<file path="src/axi4s_pkg.sv">
// Shared definitions for the AXI4-Stream pipeline.
// The RTL modules and the testbench import this package for the register slice
// mode and the default stream field widths.

package axi4s_pkg;

    // ========================================================================
    // Register slice modes
    // ========================================================================

    // Bypass is wires only with zero latency.
    // Lightweight holds one beat, so it runs at half rate.
    // Fully registered is a two-entry skid buffer that runs at full rate.
    typedef enum logic [1:0] {
        REG_SLICE_BYPASS           = 2'd0,
        REG_SLICE_LIGHTWEIGHT      = 2'd1,
        REG_SLICE_FULLY_REGISTERED = 2'd2
    } reg_slice_config_t;

    // ========================================================================
    // Default stream widths
    // ========================================================================

    // Number of data bytes per beat, with one tkeep bit per byte
    localparam int DEFAULT_DATA_BYTE_WID = 8;

    // Stream routing fields
    localparam int DEFAULT_TID_WID   = 4;
    localparam int DEFAULT_TDEST_WID = 4;

    // Sideband width. It must hold the byte count of the longest packet,
    // so 16 bits allows up to 65535 bytes
    localparam int DEFAULT_TUSER_WID = 16;

endpackage : axi4s_pkg

</file>
<file path="src/axi4s_reg_slice.sv">
// AXI4-Stream register slice in plain RTL, used on both sides of the pipeline.
// CONFIG picks bypass, a single-entry half-rate register or a full-rate skid
// buffer. All payload fields travel through the slice together as one beat.

`timescale 1ns/100ps

module axi4s_reg_slice
    import axi4s_pkg::*;
#(
    parameter int                DATA_BYTE_WID = DEFAULT_DATA_BYTE_WID,
    parameter int                TID_WID       = DEFAULT_TID_WID,
    parameter int                TDEST_WID     = DEFAULT_TDEST_WID,
    parameter int                TUSER_WID     = DEFAULT_TUSER_WID,
    parameter reg_slice_config_t CONFIG        = REG_SLICE_FULLY_REGISTERED
) (
    input  logic                       aclk,
    input  logic                       arst_n,
    // Sink side
    input  logic                       s_tvalid,
    output logic                       s_tready,
    input  logic [DATA_BYTE_WID*8-1:0] s_tdata,
    input  logic [DATA_BYTE_WID-1:0]   s_tkeep,
    input  logic                       s_tlast,
    input  logic [TID_WID-1:0]         s_tid,
    input  logic [TDEST_WID-1:0]       s_tdest,
    input  logic [TUSER_WID-1:0]       s_tuser,
    // Source side
    output logic                       m_tvalid,
    input  logic                       m_tready,
    output logic [DATA_BYTE_WID*8-1:0] m_tdata,
    output logic [DATA_BYTE_WID-1:0]   m_tkeep,
    output logic                       m_tlast,
    output logic [TID_WID-1:0]         m_tid,
    output logic [TDEST_WID-1:0]       m_tdest,
    output logic [TUSER_WID-1:0]       m_tuser
);

    // Width of one beat with every payload field packed side by side
    localparam int BEAT_WID = DATA_BYTE_WID * 8 + DATA_BYTE_WID + 1
                              + TID_WID + TDEST_WID + TUSER_WID;

    logic [BEAT_WID-1:0] s_beat;
    logic [BEAT_WID-1:0] m_beat;

    assign s_beat = {s_tdata, s_tkeep, s_tlast, s_tid, s_tdest, s_tuser};
    assign {m_tdata, m_tkeep, m_tlast, m_tid, m_tdest, m_tuser} = m_beat;

    if (CONFIG == REG_SLICE_BYPASS) begin : g_bypass

        // ====================================================================
        // Bypass: no storage, the handshake passes straight through
        // ====================================================================
        assign m_tvalid = s_tvalid;
        assign s_tready = m_tready;
        assign m_beat   = s_beat;

    end else if (CONFIG == REG_SLICE_LIGHTWEIGHT) begin : g_lightweight

        // ====================================================================
        // Lightweight: one beat register and a full flag
        // ====================================================================
        logic                full_q;
        logic [BEAT_WID-1:0] beat_q;
        logic                accept;
        logic                drain;

        // Only an empty register takes a beat, so a beat can never enter on
        // the same cycle that one leaves and the rate drops to one in two
        assign s_tready = !full_q;
        assign accept   = s_tvalid && !full_q;
        assign drain    = full_q && m_tready;

        always_ff @(posedge aclk or negedge arst_n) begin
            if (!arst_n) begin
                full_q <= 1'b0;
            end else if (accept) begin
                full_q <= 1'b1;
            end else if (drain) begin
                full_q <= 1'b0;
            end
        end

        always_ff @(posedge aclk) begin
            if (accept) begin
                beat_q <= s_beat;
            end
        end

        assign m_tvalid = full_q;
        assign m_beat   = beat_q;

    end else begin : g_fully_registered

        // ====================================================================
        // Fully registered: main register plus skid entry
        // ====================================================================
        logic                main_valid_q;
        logic                main_valid_d;
        logic                skid_valid_q;
        logic                skid_valid_d;
        logic                s_ready_q;
        logic [BEAT_WID-1:0] main_beat_q;
        logic [BEAT_WID-1:0] skid_beat_q;
        logic                s_xfer;
        logic                main_load;

        assign s_xfer    = s_tvalid && s_ready_q;
        // Main register can take a new beat when it is empty or draining
        assign main_load = !main_valid_q || m_tready;

        always_comb begin
            main_valid_d = main_valid_q;
            skid_valid_d = skid_valid_q;
            if (main_load) begin
                // Skid entry goes first to keep order. It is never full while
                // s_ready_q is high, so both sources cannot be live at once
                main_valid_d = skid_valid_q || s_xfer;
                skid_valid_d = 1'b0;
            end else if (s_xfer) begin
                // Beat in flight while the output stalls lands in the skid
                skid_valid_d = 1'b1;
            end
        end

        always_ff @(posedge aclk or negedge arst_n) begin
            if (!arst_n) begin
                main_valid_q <= 1'b0;
                skid_valid_q <= 1'b0;
                s_ready_q    <= 1'b0;
            end else begin
                main_valid_q <= main_valid_d;
                skid_valid_q <= skid_valid_d;
                // Ready follows the skid state, so it drops the cycle after a
                // beat is parked and rises one cycle after reset release
                s_ready_q    <= !skid_valid_d;
            end
        end

        always_ff @(posedge aclk) begin
            if (main_load && (skid_valid_q || s_xfer)) begin
                main_beat_q <= skid_valid_q ? skid_beat_q : s_beat;
            end
            if (!main_load && s_xfer) begin
                skid_beat_q <= s_beat;
            end
        end

        assign s_tready = s_ready_q;
        assign m_tvalid = main_valid_q;
        assign m_beat   = main_beat_q;

    end

endmodule : axi4s_reg_slice

</file>
<file path="src/axi4s_pkt_length.sv">
// Packet length stage for the AXI4-Stream pipeline.
// Counts the valid bytes of each packet from tkeep and places the total in
// tuser on the last beat. The data path is combinational with zero latency.

`timescale 1ns/100ps

module axi4s_pkt_length
    import axi4s_pkg::*;
#(
    parameter int DATA_BYTE_WID = DEFAULT_DATA_BYTE_WID,
    parameter int TID_WID       = DEFAULT_TID_WID,
    parameter int TDEST_WID     = DEFAULT_TDEST_WID,
    parameter int TUSER_WID     = DEFAULT_TUSER_WID
) (
    input  logic                       aclk,
    input  logic                       arst_n,
    // Sink side, tuser is generated here so there is no input for it
    input  logic                       s_tvalid,
    output logic                       s_tready,
    input  logic [DATA_BYTE_WID*8-1:0] s_tdata,
    input  logic [DATA_BYTE_WID-1:0]   s_tkeep,
    input  logic                       s_tlast,
    input  logic [TID_WID-1:0]         s_tid,
    input  logic [TDEST_WID-1:0]       s_tdest,
    // Source side
    output logic                       m_tvalid,
    input  logic                       m_tready,
    output logic [DATA_BYTE_WID*8-1:0] m_tdata,
    output logic [DATA_BYTE_WID-1:0]   m_tkeep,
    output logic                       m_tlast,
    output logic [TID_WID-1:0]         m_tid,
    output logic [TDEST_WID-1:0]       m_tdest,
    output logic [TUSER_WID-1:0]       m_tuser
);

    // Number of set tkeep bits, sized to add straight onto the packet count
    function automatic logic [TUSER_WID-1:0] count_keep(
        input logic [DATA_BYTE_WID-1:0] keep
    );
        logic [TUSER_WID-1:0] total;
        total = '0;
        for (int i = 0; i < DATA_BYTE_WID; i++) begin
            total = total + TUSER_WID'(keep[i]);
        end
        return total;
    endfunction

    logic [TUSER_WID-1:0] byte_count_q;
    logic [TUSER_WID-1:0] beat_bytes;
    logic [TUSER_WID-1:0] pkt_total;
    logic                 xfer;

    assign beat_bytes = count_keep(s_tkeep);
    // Total including the beat now on the bus, only meaningful on tlast
    assign pkt_total  = byte_count_q + beat_bytes;
    assign xfer       = s_tvalid && m_tready;

    // ========================================================================
    // Running byte count
    // ========================================================================

    // Only advances on a real transfer, so a stalled beat is counted once.
    // The count restarts from zero after the last beat of every packet
    always_ff @(posedge aclk or negedge arst_n) begin
        if (!arst_n) begin
            byte_count_q <= '0;
        end else if (xfer) begin
            byte_count_q <= s_tlast ? '0 : pkt_total;
        end
    end

    // Handshake and payload pass through untouched
    assign s_tready = m_tready;
    assign m_tvalid = s_tvalid;
    assign m_tdata  = s_tdata;
    assign m_tkeep  = s_tkeep;
    assign m_tlast  = s_tlast;
    assign m_tid    = s_tid;
    assign m_tdest  = s_tdest;

    // Zero on every beat but the last one of a packet
    assign m_tuser  = s_tlast ? pkt_total : '0;

endmodule : axi4s_pkt_length

</file>
<file path="src/axi4s_pipeline_top.sv">
// Top level of the AXI4-Stream pipeline.
// Input register slice, packet length stage and output register slice in a
// chain. Each slice mode is set by its own parameter.

`timescale 1ns/100ps

module axi4s_pipeline_top
    import axi4s_pkg::*;
#(
    parameter int                DATA_BYTE_WID = DEFAULT_DATA_BYTE_WID,
    parameter int                TID_WID       = DEFAULT_TID_WID,
    parameter int                TDEST_WID     = DEFAULT_TDEST_WID,
    parameter int                TUSER_WID     = DEFAULT_TUSER_WID,
    parameter reg_slice_config_t CONFIG_IN     = REG_SLICE_FULLY_REGISTERED,
    parameter reg_slice_config_t CONFIG_OUT    = REG_SLICE_FULLY_REGISTERED
) (
    input  logic                       aclk,
    input  logic                       arst_n,
    // Sink side
    input  logic                       s_tvalid,
    output logic                       s_tready,
    input  logic [DATA_BYTE_WID*8-1:0] s_tdata,
    input  logic [DATA_BYTE_WID-1:0]   s_tkeep,
    input  logic                       s_tlast,
    input  logic [TID_WID-1:0]         s_tid,
    input  logic [TDEST_WID-1:0]       s_tdest,
    // Source side, tuser carries the packet byte count on the last beat
    output logic                       m_tvalid,
    input  logic                       m_tready,
    output logic [DATA_BYTE_WID*8-1:0] m_tdata,
    output logic [DATA_BYTE_WID-1:0]   m_tkeep,
    output logic                       m_tlast,
    output logic [TID_WID-1:0]         m_tid,
    output logic [TDEST_WID-1:0]       m_tdest,
    output logic [TUSER_WID-1:0]       m_tuser
);

    // Input slice to length stage
    logic                       in_tvalid;
    logic                       in_tready;
    logic [DATA_BYTE_WID*8-1:0] in_tdata;
    logic [DATA_BYTE_WID-1:0]   in_tkeep;
    logic                       in_tlast;
    logic [TID_WID-1:0]         in_tid;
    logic [TDEST_WID-1:0]       in_tdest;

    // Length stage to output slice
    logic                       mid_tvalid;
    logic                       mid_tready;
    logic [DATA_BYTE_WID*8-1:0] mid_tdata;
    logic [DATA_BYTE_WID-1:0]   mid_tkeep;
    logic                       mid_tlast;
    logic [TID_WID-1:0]         mid_tid;
    logic [TDEST_WID-1:0]       mid_tdest;
    logic [TUSER_WID-1:0]       mid_tuser;

    // Stream has no tuser yet at this point. The zero field is left open on
    // the far side and trimmed away in synthesis
    axi4s_reg_slice #(
        .DATA_BYTE_WID ( DATA_BYTE_WID ),
        .TID_WID       ( TID_WID ),
        .TDEST_WID     ( TDEST_WID ),
        .TUSER_WID     ( TUSER_WID ),
        .CONFIG        ( CONFIG_IN )
    ) u_slice_in (
        .aclk     ( aclk ),       .arst_n   ( arst_n ),
        .s_tvalid ( s_tvalid ),   .s_tready ( s_tready ),
        .s_tdata  ( s_tdata ),    .s_tkeep  ( s_tkeep ),
        .s_tlast  ( s_tlast ),    .s_tid    ( s_tid ),
        .s_tdest  ( s_tdest ),    .s_tuser  ( '0 ),
        .m_tvalid ( in_tvalid ),  .m_tready ( in_tready ),
        .m_tdata  ( in_tdata ),   .m_tkeep  ( in_tkeep ),
        .m_tlast  ( in_tlast ),   .m_tid    ( in_tid ),
        .m_tdest  ( in_tdest ),   .m_tuser  ( )
    );

    axi4s_pkt_length #(
        .DATA_BYTE_WID ( DATA_BYTE_WID ),
        .TID_WID       ( TID_WID ),
        .TDEST_WID     ( TDEST_WID ),
        .TUSER_WID     ( TUSER_WID )
    ) u_pkt_length (
        .aclk     ( aclk ),       .arst_n   ( arst_n ),
        .s_tvalid ( in_tvalid ),  .s_tready ( in_tready ),
        .s_tdata  ( in_tdata ),   .s_tkeep  ( in_tkeep ),
        .s_tlast  ( in_tlast ),   .s_tid    ( in_tid ),
        .s_tdest  ( in_tdest ),
        .m_tvalid ( mid_tvalid ), .m_tready ( mid_tready ),
        .m_tdata  ( mid_tdata ),  .m_tkeep  ( mid_tkeep ),
        .m_tlast  ( mid_tlast ),  .m_tid    ( mid_tid ),
        .m_tdest  ( mid_tdest ),  .m_tuser  ( mid_tuser )
    );

    axi4s_reg_slice #(
        .DATA_BYTE_WID ( DATA_BYTE_WID ),
        .TID_WID       ( TID_WID ),
        .TDEST_WID     ( TDEST_WID ),
        .TUSER_WID     ( TUSER_WID ),
        .CONFIG        ( CONFIG_OUT )
    ) u_slice_out (
        .aclk     ( aclk ),       .arst_n   ( arst_n ),
        .s_tvalid ( mid_tvalid ), .s_tready ( mid_tready ),
        .s_tdata  ( mid_tdata ),  .s_tkeep  ( mid_tkeep ),
        .s_tlast  ( mid_tlast ),  .s_tid    ( mid_tid ),
        .s_tdest  ( mid_tdest ),  .s_tuser  ( mid_tuser ),
        .m_tvalid ( m_tvalid ),   .m_tready ( m_tready ),
        .m_tdata  ( m_tdata ),    .m_tkeep  ( m_tkeep ),
        .m_tlast  ( m_tlast ),    .m_tid    ( m_tid ),
        .m_tdest  ( m_tdest ),    .m_tuser  ( m_tuser )
    );

endmodule : axi4s_pipeline_top

</file>
<file path="config.mk">
export PLATFORM = sky130hd
export DESIGN_NAME = axi4s_pipeline_top
export DESIGN_NICKNAME = d
export VERILOG_FILES = /design/src/axi4s_pkg.sv /design/src/axi4s_reg_slice.sv /design/src/axi4s_pkt_length.sv /design/src/axi4s_pipeline_top.sv
export SDC_FILE = /design/constraint.sdc
export NUM_CORES = 1
export LEC_CHECK = 0
export BUFFER_PORTS_ARGS = -buffer_cell sky130_fd_sc_hd__buf_2
export CORE_MARGIN = 5
export CORE_UTILIZATION = 45
export CTS_BUF_LIST = sky130_fd_sc_hd__clkbuf_4
export DETAILED_ROUTE_END_ITERATION = 10
export HOLD_SLACK_MARGIN = 0.08
export SETUP_SLACK_MARGIN = 0.5
export SYNTH_ARGS = -nofsm -noshare
export SYNTH_HDL_FRONTEND = slang
export SYNTH_HIERARCHICAL = 1
export SYNTH_SLANG_ARGS = --single-unit
</file>
<file path="constraint.sdc">
create_clock -name aclk -period 14.95 [get_ports aclk]
set_clock_uncertainty 0.1 [all_clocks]
set_input_delay 0.7475 -clock aclk [delete_from_list [all_inputs] [get_ports aclk]]
set_output_delay 0.7475 -clock aclk [all_outputs]
set_load 0.02 [all_outputs]
</file>
==> results_dict.tcl, run 1 <==
set metrics [dict create \
    pre_cts_slack_ns 10.95 \
    clkSinkCount 378 \
    start_kind "flip-flop" \
    vias_per_cell 4.82 \
    post_cts_buffers 0 \
    drv_cap 0 \
    required_ns 15.32 \
    grt_overflow 0 \
    route.vias.total 7712 \
    min_path_type "in -> reg" \
    ctsHoldBuffers 82 \
    slew_violations 0 \
    dpl.hpwl_microns 16400 \
    setup_violations 0 \
    yosys_warnings 6 \
    arrival_ns 4.40 \
    period_share 0.270 \
    syn2layout_area_growth_pct 18.3 \
    die_area_sq_um 37700 \
    cp-end-kind "flip-flop" \
    grt_pass1_vias 8368 \
    syn_area_sq_um 15300 \
    synth_cells 818 \
    numPortBuffers 183 \
    grt_first_pass_wirelength_microns 45700 \
    gp_congestion 0.736 \
    power_leakage_nw 6.78 \
    worst_slew_pin_slew_ns 1.02 \
    die-height_microns 194 \
    die_x_microns 194 \
    drc 0 \
    drive_above_1_share 0.473 \
    grt_usage 0.152 \
    layout.nets 1182 \
    cts-root-buf "clkbuf_4" \
    syn_area_per_cell_sq_um 18.7 \
    cp_max_fo 6 \
    antenna_found_initial 1 \
    grt_max_degree 67 \
    relSlewSlack 0.315 \
    vdd_ir_drop_max_mv 0.0791 \
    cts-resized-gates 0 \
    clockBufferDepth 3 \
    ios 184 \
    fin_ws_ns 10.92 \
    htree_levels 3 \
    rows 67 \
    wl_per_cell_microns 17.9 \
    status "finished clean" \
    ant_nets 0 \
    hold_viol 0 \
    finalCriticalPeriod_ns 4.03 \
    clkTransAtPathRegs_ns 0.07 \
    coreArea_sq_um 33500 \
    initial_utilization 0.455 \
    rsz0062_at_grt "no" \
    drt-pass1-iter-count 4 \
    routed_wl_microns 28600 \
    total_power_w 0.00305 \
    final_util 0.539 \
    max_freq_ghz 0.248 \
    clk_latency_ns 0.76 \
    cts_made_buffers 99 \
    powerDensity_nw_per_um2 169 \
    cts_tree "yes" \
    finalSetupTns_ns 0 \
    synthesis.nets 919 \
    drt_iter0_drc 269 \
    path_class "reg -> reg" \
    ff2ff_setup_slack_ns 10.92 \
]
through the flow:
step / std cells / instance area (sq um) / hold WS, ns
2_1_floorplan: 818 / 15300 / 0.352
3_3_place_gp: 1346 / 16000 / 0.326
3_5_place_dp: 1346 / 16000 / 0.330
4_1_cts: 1599 / 18100 / 0.0834
5_1_grt: 1600 / 18100 / 0.130
6_report: 1600 / 18100 / 0.203
final cells by class:
| type | count | area (sq um) |
|---|---|---|
| antenna | 1 | 2.50 |
| inverter | 9 | 33.8 |
| clock buffer | 147 | 1100 |
| tap | 448 | 561 |
| clock inverter | 24 | 111 |
| fill | 2797 | 15500 |
| timing repair buffer | 273 | 1800 |
| multi-input combinational | 320 | 3210 |
| sequential | 378 | 11200 |
sequential cells by signal, summed over array words and instances, names as in the netlist:
register and count:
u_slice_in/m_tvalid 1, u_slice_out/g_fully_registered.skid_beat_q 97, u_slice_in/g_fully_registered.main_beat_q 81, u_pkt_length/byte_count_q 16, u_slice_out/g_fully_registered.skid_valid_q 1, u_slice_out/s_tready 1
u_slice_in/s_tready 1, u_slice_in/g_fully_registered.skid_beat_q 81, u_slice_out/m_tvalid 1, u_slice_in/g_fully_registered.skid_valid_q 1, u_slice_out/g_fully_registered.main_beat_q 97
path summary, 6_finish.rpt:
check,startpoint,end,depth (start not counted)
max,u_slice_in/g_fully_registered.main_beat_q[25],u_slice_out/g_fully_registered.main_beat_q[11],12
min,m_tready,u_slice_out/g_fully_registered.skid_valid_q,3
max reg2reg,u_slice_in/g_fully_registered.main_beat_q[25],u_slice_out/g_fully_registered.main_beat_q[11],12
min reg2reg,u_slice_in/g_fully_registered.main_beat_q[68],u_slice_out/g_fully_registered.skid_beat_q[68],0
max in group asynchronous,arst_n,u_slice_in/g_fully_registered.skid_valid_q,2
min in group asynchronous,arst_n,u_pkt_length/byte_count_q[7],2
where the power goes:
part           leakage [nW]  total [W]  switching, W  internal, W
combinational          2.42   0.000672      0.000405     0.000267
sequential             3.64    0.00153     0.0000827      0.00144
clock                 0.727   0.000853      0.000405     0.000448
per-layer routing:
| layer | track usage | share of wire | vias to the layer above |
|---|---|---|---|
| met5 | 0 | 0 | - |
| met4 | 0.0633 | 0.019 | 0 |
| met3 | 0.0528 | 0.061 | 36 |
| met2 | 0.248 | 0.49 | 210 |
| met1 | 0.187 | 0.43 | 3847 |
| li1 | - | - | 3619 |
cell usage in the layout, fill, tap and decap left out, types with 2 or more instances in the layout:
master and count:
and3_2 3, inv_2 2, nand2_1 11, mux2i_1 7, a22o_1 5, inv_1 9, and2_1 4, dlygate4sd3_1 82
nor2_4 2, buf_2 183, xnor2_1 7, o21ai_2 3, buf_4 8, dfrtp_4 2, xor2_1 6, nor2_1 25
nand3_1 3, clkbuf_4 147, o21ai_1 11, nor2b_1 3, clkinvlp_4 3, clkinv_2 4, and3_4 2, a21oi_1 6
nor3_1 2, fa_1 4, edfxtp_1 356, clkinv_1 14, and4_1 2, mux2_4 40, o21ai_0 3, ha_1 12
nand2b_1 4, dfrtp_1 20, mux2_2 138
worst max-delay path: stages, from the launching register on:
cell,delay (ns)
edfxtp_1,0.44
fa_1,0.50
ha_1,0.19
ha_1,0.27
ha_1,0.27
ha_1,0.31
ha_1,0.31
a211oi_1,0.30
o21ai_1,0.28
and3_1,0.29
xnor2_1,0.15
nor2_1,0.08
mux2_2,0.28
(Power assumes the default switching activity.)
==> inputs of run 2 (changes only) <==
==> constraint.sdc (replaced) <==
create_clock -name aclk -period 4.2 [get_ports aclk]
set_clock_uncertainty 0.1 [all_clocks]
set_input_delay 0.21 -clock aclk [delete_from_list [all_inputs] [get_ports aclk]]
set_output_delay 0.21 -clock aclk [all_outputs]
set_load 0.02 [all_outputs]
==> run 2 against run 1 <==
Against the previous run:
- total power grew to 3.7 times the previous value
- via count grew 4.6%
- sequential cell count is the same
- largest power group unchanged
- sequential power grew to 3.5 times the previous value
- global-route usage grew 0.64 points
==> results_dict.tcl, run 2 (same netlist as run 1, synthesis figures left out) <==
set metrics [dict create \
    status "finished clean" \
    relSlewSlack 0.413 \
    grt_util_met1 0.193 \
    ios 184 \
    rsz0062_at_grt "yes" \
    grt_first_pass_wirelength_microns 47700 \
    die_x_microns 194 \
    gr-usage-met2 0.262 \
    drt_iter0_drc 215 \
    ant_nets 0 \
    power_leakage_nw 7.20 \
    crit_slowest_cell "fa_1" \
    grt_max_degree 98 \
    period_share 0.888 \
    htree_levels 3 \
    coreArea_sq_um 33500 \
    drt-pass1-iter-count 4 \
    grt_usage 0.159 \
    clockBufferDepth 3 \
    gp_congestion 0.759 \
    path_class "reg -> reg" \
    worst_slew_pin_slew_ns 0.880 \
    clkTransAtPathRegs_ns 0.06 \
    cp_max_fo 6 \
    cp_top_family "adder cells" \
    cts_tree "yes" \
    drv_cap 0 \
    slew_violations 0 \
    pre_cts_slack_ns 0.234 \
    cts_made_buffers 97 \
    grt_use_met3 0.0563 \
    finalCriticalPeriod_ns 3.73 \
    top_usage_layer "met2" \
    routed_wl_microns 29800 \
    critPathMaxStageDelay_ns 0.50 \
    min_path_type "in -> reg" \
    die-height_microns 194 \
    largestRegisters "u_slice_out/g_fully_registered.main_beat_q x97, u_slice_out/g_fully_registered.skid_beat_q x97" \
    start_kind "flip-flop" \
    layout.nets 1273 \
    required_ns 4.58 \
    fin_ws_ns 0.470 \
    max_freq_ghz 0.268 \
    vias_per_cell 4.78 \
    arrival_ns 4.11 \
    layout_commonest_cell "edfxtp_1" \
    vdd_ir_drop_max_mv 0.321 \
    initial_utilization 0.455 \
    numPortBuffers 183 \
    syn2layout_area_growth_pct 25.7 \
    cts-root-buf "clkbuf_4" \
    place_area_sq_um 16100 \
    layout_common_cells "edfxtp_1 (356), buf_2 (183), dlygate4sd3_1 (166)" \
    cp-end-kind "flip-flop" \
    grt_overflow 0 \
    finalSetupTns_ns 0 \
    dpl.hpwl_microns 16100 \
    powerDensity_nw_per_um2 588 \
    clk_latency_ns 0.75 \
    drive_above_1_share 0.456 \
    critPathBufInv 3 \
    rows 67 \
    wl_per_cell_microns 17.7 \
    antenna_found_initial 4 \
    clkSinkCount 378 \
    drc 0 \
    setup_violations 0 \
    grt_pass1_vias 8861 \
    cp_cell_sequence "fa_1 > ha_1 > inv_1 > fa_1 > inv_2 > ha_4 > inv_2 > fa_2 > nor2b_4 > o31a_4 > o2111a_2 > xnor2_2 > nor2_1 > mux2_4" \
    design_area_sq_um 19200 \
    route.vias.total 8065 \
    die_area_sq_um 37700 \
    hold_viol 0 \
]
run 2: cell types whose count changed in the layout (fill, tap and decap cells not counted), sizes merged:
cell         before  now
dlygate4sd3      82  166
buf             191  200
clkinv           19   13
bufinv            0    2
clkinvlp          3    1
diode             1    3
run 2: metal layers:
metal / wire length (microns) / part of all wire
met5: 13 / 0.00044
met2: 14800 / 0.50
met1: 12500 / 0.42
met3: 1830 / 0.061
met4: 746 / 0.025
run 2: power breakdown:
group          total [W]  internal, W  switching [W]
combinational    0.00277      0.00118        0.00160
sequential       0.00540      0.00514       0.000262
clock            0.00312      0.00170        0.00142
run 2: cell type report:
cell class / instances / area [sq um]
Tap cell: 448 / 561
Clock inverter: 18 / 124
Inverter: 9 / 33.8
Clock buffer: 147 / 1100
Timing Repair Buffer: 366 / 2740
Antenna cell: 3 / 7.51
Fill cell: 2692 / 14300
Multi-Input combinational cell: 320 / 3370
Sequential cell: 378 / 11200
run 2: worst register-to-register path, cell delays in order, from the launching register on:
cell and delay (ns):
edfxtp_1 0.41, fa_1 0.50, ha_1 0.29, inv_1 0.05
fa_1 0.48, inv_2 0.04, ha_4 0.15, inv_2 0.05
fa_2 0.22, nor2b_4 0.05, o31a_4 0.38, o2111a_2 0.30
xnor2_2 0.12, nor2_1 0.07, mux2_4 0.28
run 2: path summary, 6_finish.rpt:
check | start | cells after the start | endpoint | slack, ns
worst min register to register | u_slice_in/g_fully_registered.main_beat_q[71] | 0 | u_slice_out/g_fully_registered.skid_beat_q[71] | 0.34
min in group asynchronous | arst_n | 4 | u_pkt_length/byte_count_q[6] | 0.40
max in group asynchronous | arst_n | 4 | u_slice_out/g_fully_registered.skid_valid_q | 3.40
worst min-delay path | s_tdata[44] | 3 | u_slice_in/g_fully_registered.main_beat_q[77] | 0.22
worst max-delay path | u_slice_in/g_fully_registered.main_beat_q[26] | 14 | u_slice_out/g_fully_registered.main_beat_q[14] | 0.47
worst max register to register | u_slice_in/g_fully_registered.main_beat_q[26] | 14 | u_slice_out/g_fully_registered.main_beat_q[14] | 0.47
run 2: per-stage QoR:
stage	utilization	hold slack [ns]	instances	total power, W
after CTS	0.570	0.0800	1685	0.0114
after global placement	0.479	0.138	1347	0.00794
after global routing	0.572	0.129	1689	0.0120
after detailed placement	0.479	0.144	1347	0.00798
after floorplan	-	-0.186	818	0.00733
final	0.572	0.216	1689	0.0113
run 2: what timing repair did:
item / in CTS / in global routing
endpoints found under the hold margin: 223 / 0
setup endpoints to repair: 13 / 11
gates resized for setup: 12 / 8
pin swaps: 5 / 4
setup buffers: 6 / 1
hold buffers: 167 / 0
==> inputs of run 3 (changes only) <==
--- a/config.mk
+++ b/config.mk
@@ -5,6 +5,7 @@
 export SDC_FILE = /design/constraint.sdc
 export NUM_CORES = 1
 export LEC_CHECK = 0
+export ABC_AREA = 1
 export BUFFER_PORTS_ARGS = -buffer_cell sky130_fd_sc_hd__buf_2
 export CORE_MARGIN = 5
 export CORE_UTILIZATION = 45
==> constraint.sdc (replaced) <==
create_clock -name aclk -period 4.2 [get_ports aclk]
set_clock_uncertainty 0.1 [all_clocks]
set_input_delay 0.21 -clock aclk [delete_from_list [all_inputs] [get_ports aclk]]
set_output_delay 0.21 -clock aclk [all_outputs]
set_load 0.1 [all_outputs]
==> run 3 against run 2 <==
Against the previous run:
- via count increased by 19%
- highest routed layer unchanged
- sequential share of layout area up 0.57 points
- total power is 15% higher
==> results_dict.tcl, run 3 <==
set metrics [dict create \
    status "finished clean" \
    cp_top_family "adder cells" \
    cp-end-kind "flip-flop" \
    yosys_warnings 6 \
    pre_cts_slack_ns 0.467 \
    required_ns 4.56 \
    arrival_ns 3.88 \
    top_usage_layer "met2" \
    cts_tree "yes" \
    htree_levels 3 \
    critPathMaxStageDelay_ns 0.51 \
    powerDensity_nw_per_um2 685 \
    clkSinkCount 378 \
    cts-root-buf "clkbuf_4" \
    hold_viol 0 \
    route.vias.total 9620 \
    power_leakage_nw 8.07 \
    grt_util_met1 0.219 \
    drv_cap 0 \
    grt_first_pass_wirelength_microns 52400 \
    layout_common_cells "nand2_1 (615), edfxtp_1 (356), buf_2 (183)" \
    grt_usage 0.170 \
    cts_made_buffers 98 \
    grt_pass1_vias 10100 \
    cp_max_fo 3 \
    drive_above_1_share 0.221 \
    grt_use_met3 0.0478 \
    ios 184 \
    min_path_type "in -> reg" \
    grt_max_degree 85 \
    multi_input_area_sq_um 3040 \
    routed_wl_microns 32100 \
    wl_per_cell_microns 15.1 \
    die-height_microns 194 \
    setup_violations 0 \
    clkTransAtPathRegs_ns 0.06 \
    layout.nets 1693 \
    drc 0 \
    largestRegisters "u_slice_out/g_fully_registered.main_beat_q x97, u_slice_out/g_fully_registered.skid_beat_q x97" \
    hold_path_depth 2 \
    initial_utilization 0.457 \
    syn2layout_area_growth_pct 24.1 \
    coreArea_sq_um 33500 \
    drt_iter0_drc 486 \
    clockBufferDepth 3 \
    die_area_sq_um 37800 \
    syn_area_sq_um 15300 \
    fin_ws_ns 0.687 \
    vdd_ir_drop_max_mv 0.448 \
    period_share 0.837 \
    rows 67 \
    final.fill_count 2860 \
    clk_latency_ns 0.71 \
    cp_cell_sequence "fa_1 > ha_1 > ha_1 > ha_4 > ha_4 > inv_1 > fa_2 > inv_1 > nand3_1 > nand3_2 > nand2_1 > nand2_2 > nand3_1 > nand2_1 > nor2_1 > nand2_1 > nand2_1" \
    regArea_sq_um 11200 \
    layout_commonest_cell "nand2_1" \
    path_class "reg -> reg" \
    synth_cells 1257 \
    numPortBuffers 183 \
    finalCriticalPeriod_ns 3.51 \
    total_power_w 0.0130 \
    dp.cells 1769 \
    max_freq_ghz 0.285 \
    die_x_microns 194 \
    relSlewSlack 0.274 \
    critPathBufInv 2 \
    dpl.hpwl_microns 18000 \
    rsz0062_at_grt "no" \
    syn_area_per_cell_sq_um 12.2 \
    critPathMostFrequentCell "nand2_1" \
    antenna_found_initial 6 \
    synthesis.nets 1358 \
    vias_per_cell 4.54 \
    gp_congestion 0.782 \
    slew_violations 0 \
    grt_overflow 0 \
    ant_nets 0 \
    crit_slowest_cell "fa_1" \
    cp.depth 17 \
    worst_slew_pin_slew_ns 1.09 \
    fin_cells 2121 \
    rr_worst_depth 17 \
    finalSetupTns_ns 0 \
    gr-usage-met2 0.275 \
    start_kind "flip-flop" \
    drt-pass1-iter-count 5 \
]
==> run 3: worst register-to-register path: cells and delay by family, from the launching register on <==
family                     cells  cell delay, ns
adders and majority gates      6            1.90
buffers and inverters          2            0.13
DFF                            1            0.43
and+or+nand+nor                9            0.69
==> run 3: what timing repair did <==
| item | CTS | global route |
|---|---|---|
| pin swaps | 0 | 2 |
| hold buffers | 166 | 0 |
| buffers inserted | 1 | 4 |
| endpoints found under the hold margin | 256 | 0 |
| endpoints found under the setup margin | 1 | 7 |
| gates resized for setup | 1 | 5 |
==> run 3: stage by stage <==
stage | hold WS [ns] | area, sq um | utilization
floorplan | -0.186 | 15300 | -
global placement | 0.136 | 16000 | 0.476
detailed placement | 0.143 | 16000 | 0.476
CTS | 0.0816 | 18900 | 0.564
global route | 0.0937 | 19000 | 0.567
finish | 0.191 | 19000 | 0.567
==> run 3: layer usage <==
layer / vias to the layer above / wire length [microns]
li1: 4840 / -
met1: 4464 / 14100
met2: 270 / 15300
met3: 44 / 2010
met4: 2 / 660
met5: - / 7
==> run 3: power breakdown <==
group	internal (W)	switching [W]	total, W
registers	0.00516	0.000281	0.00544
logic	0.000782	0.00362	0.00440
clock network	0.00170	0.00147	0.00317
==> run 3: area by class of cell <==
cell class	instances	area share
Antenna cell	5	0.000659
Clock buffer	138	0.0545
Clock inverter	38	0.0122
Inverter	38	0.00803
Multi-Input combinational cell	715	0.160
Sequential cell	378	0.592
Tap cell	448	0.0295
Timing Repair Buffer	361	0.143
==> run 3: final timing paths <==
kind | start | to | slack (ns)
min | s_tlast | u_slice_in/g_fully_registered.skid_beat_q[24] | 0.19
max in group asynchronous | arst_n | u_slice_in/g_fully_registered.skid_valid_q | 3.36
max | u_slice_in/g_fully_registered.main_beat_q[28] | u_slice_out/g_fully_registered.main_beat_q[12] | 0.69
max reg2reg | u_slice_in/g_fully_registered.main_beat_q[28] | u_slice_out/g_fully_registered.main_beat_q[12] | 0.69
min in group asynchronous | arst_n | u_pkt_length/byte_count_q[1] | 0.47
min reg2reg | u_slice_in/g_fully_registered.main_beat_q[23] | u_slice_out/g_fully_registered.skid_beat_q[23] | 0.34
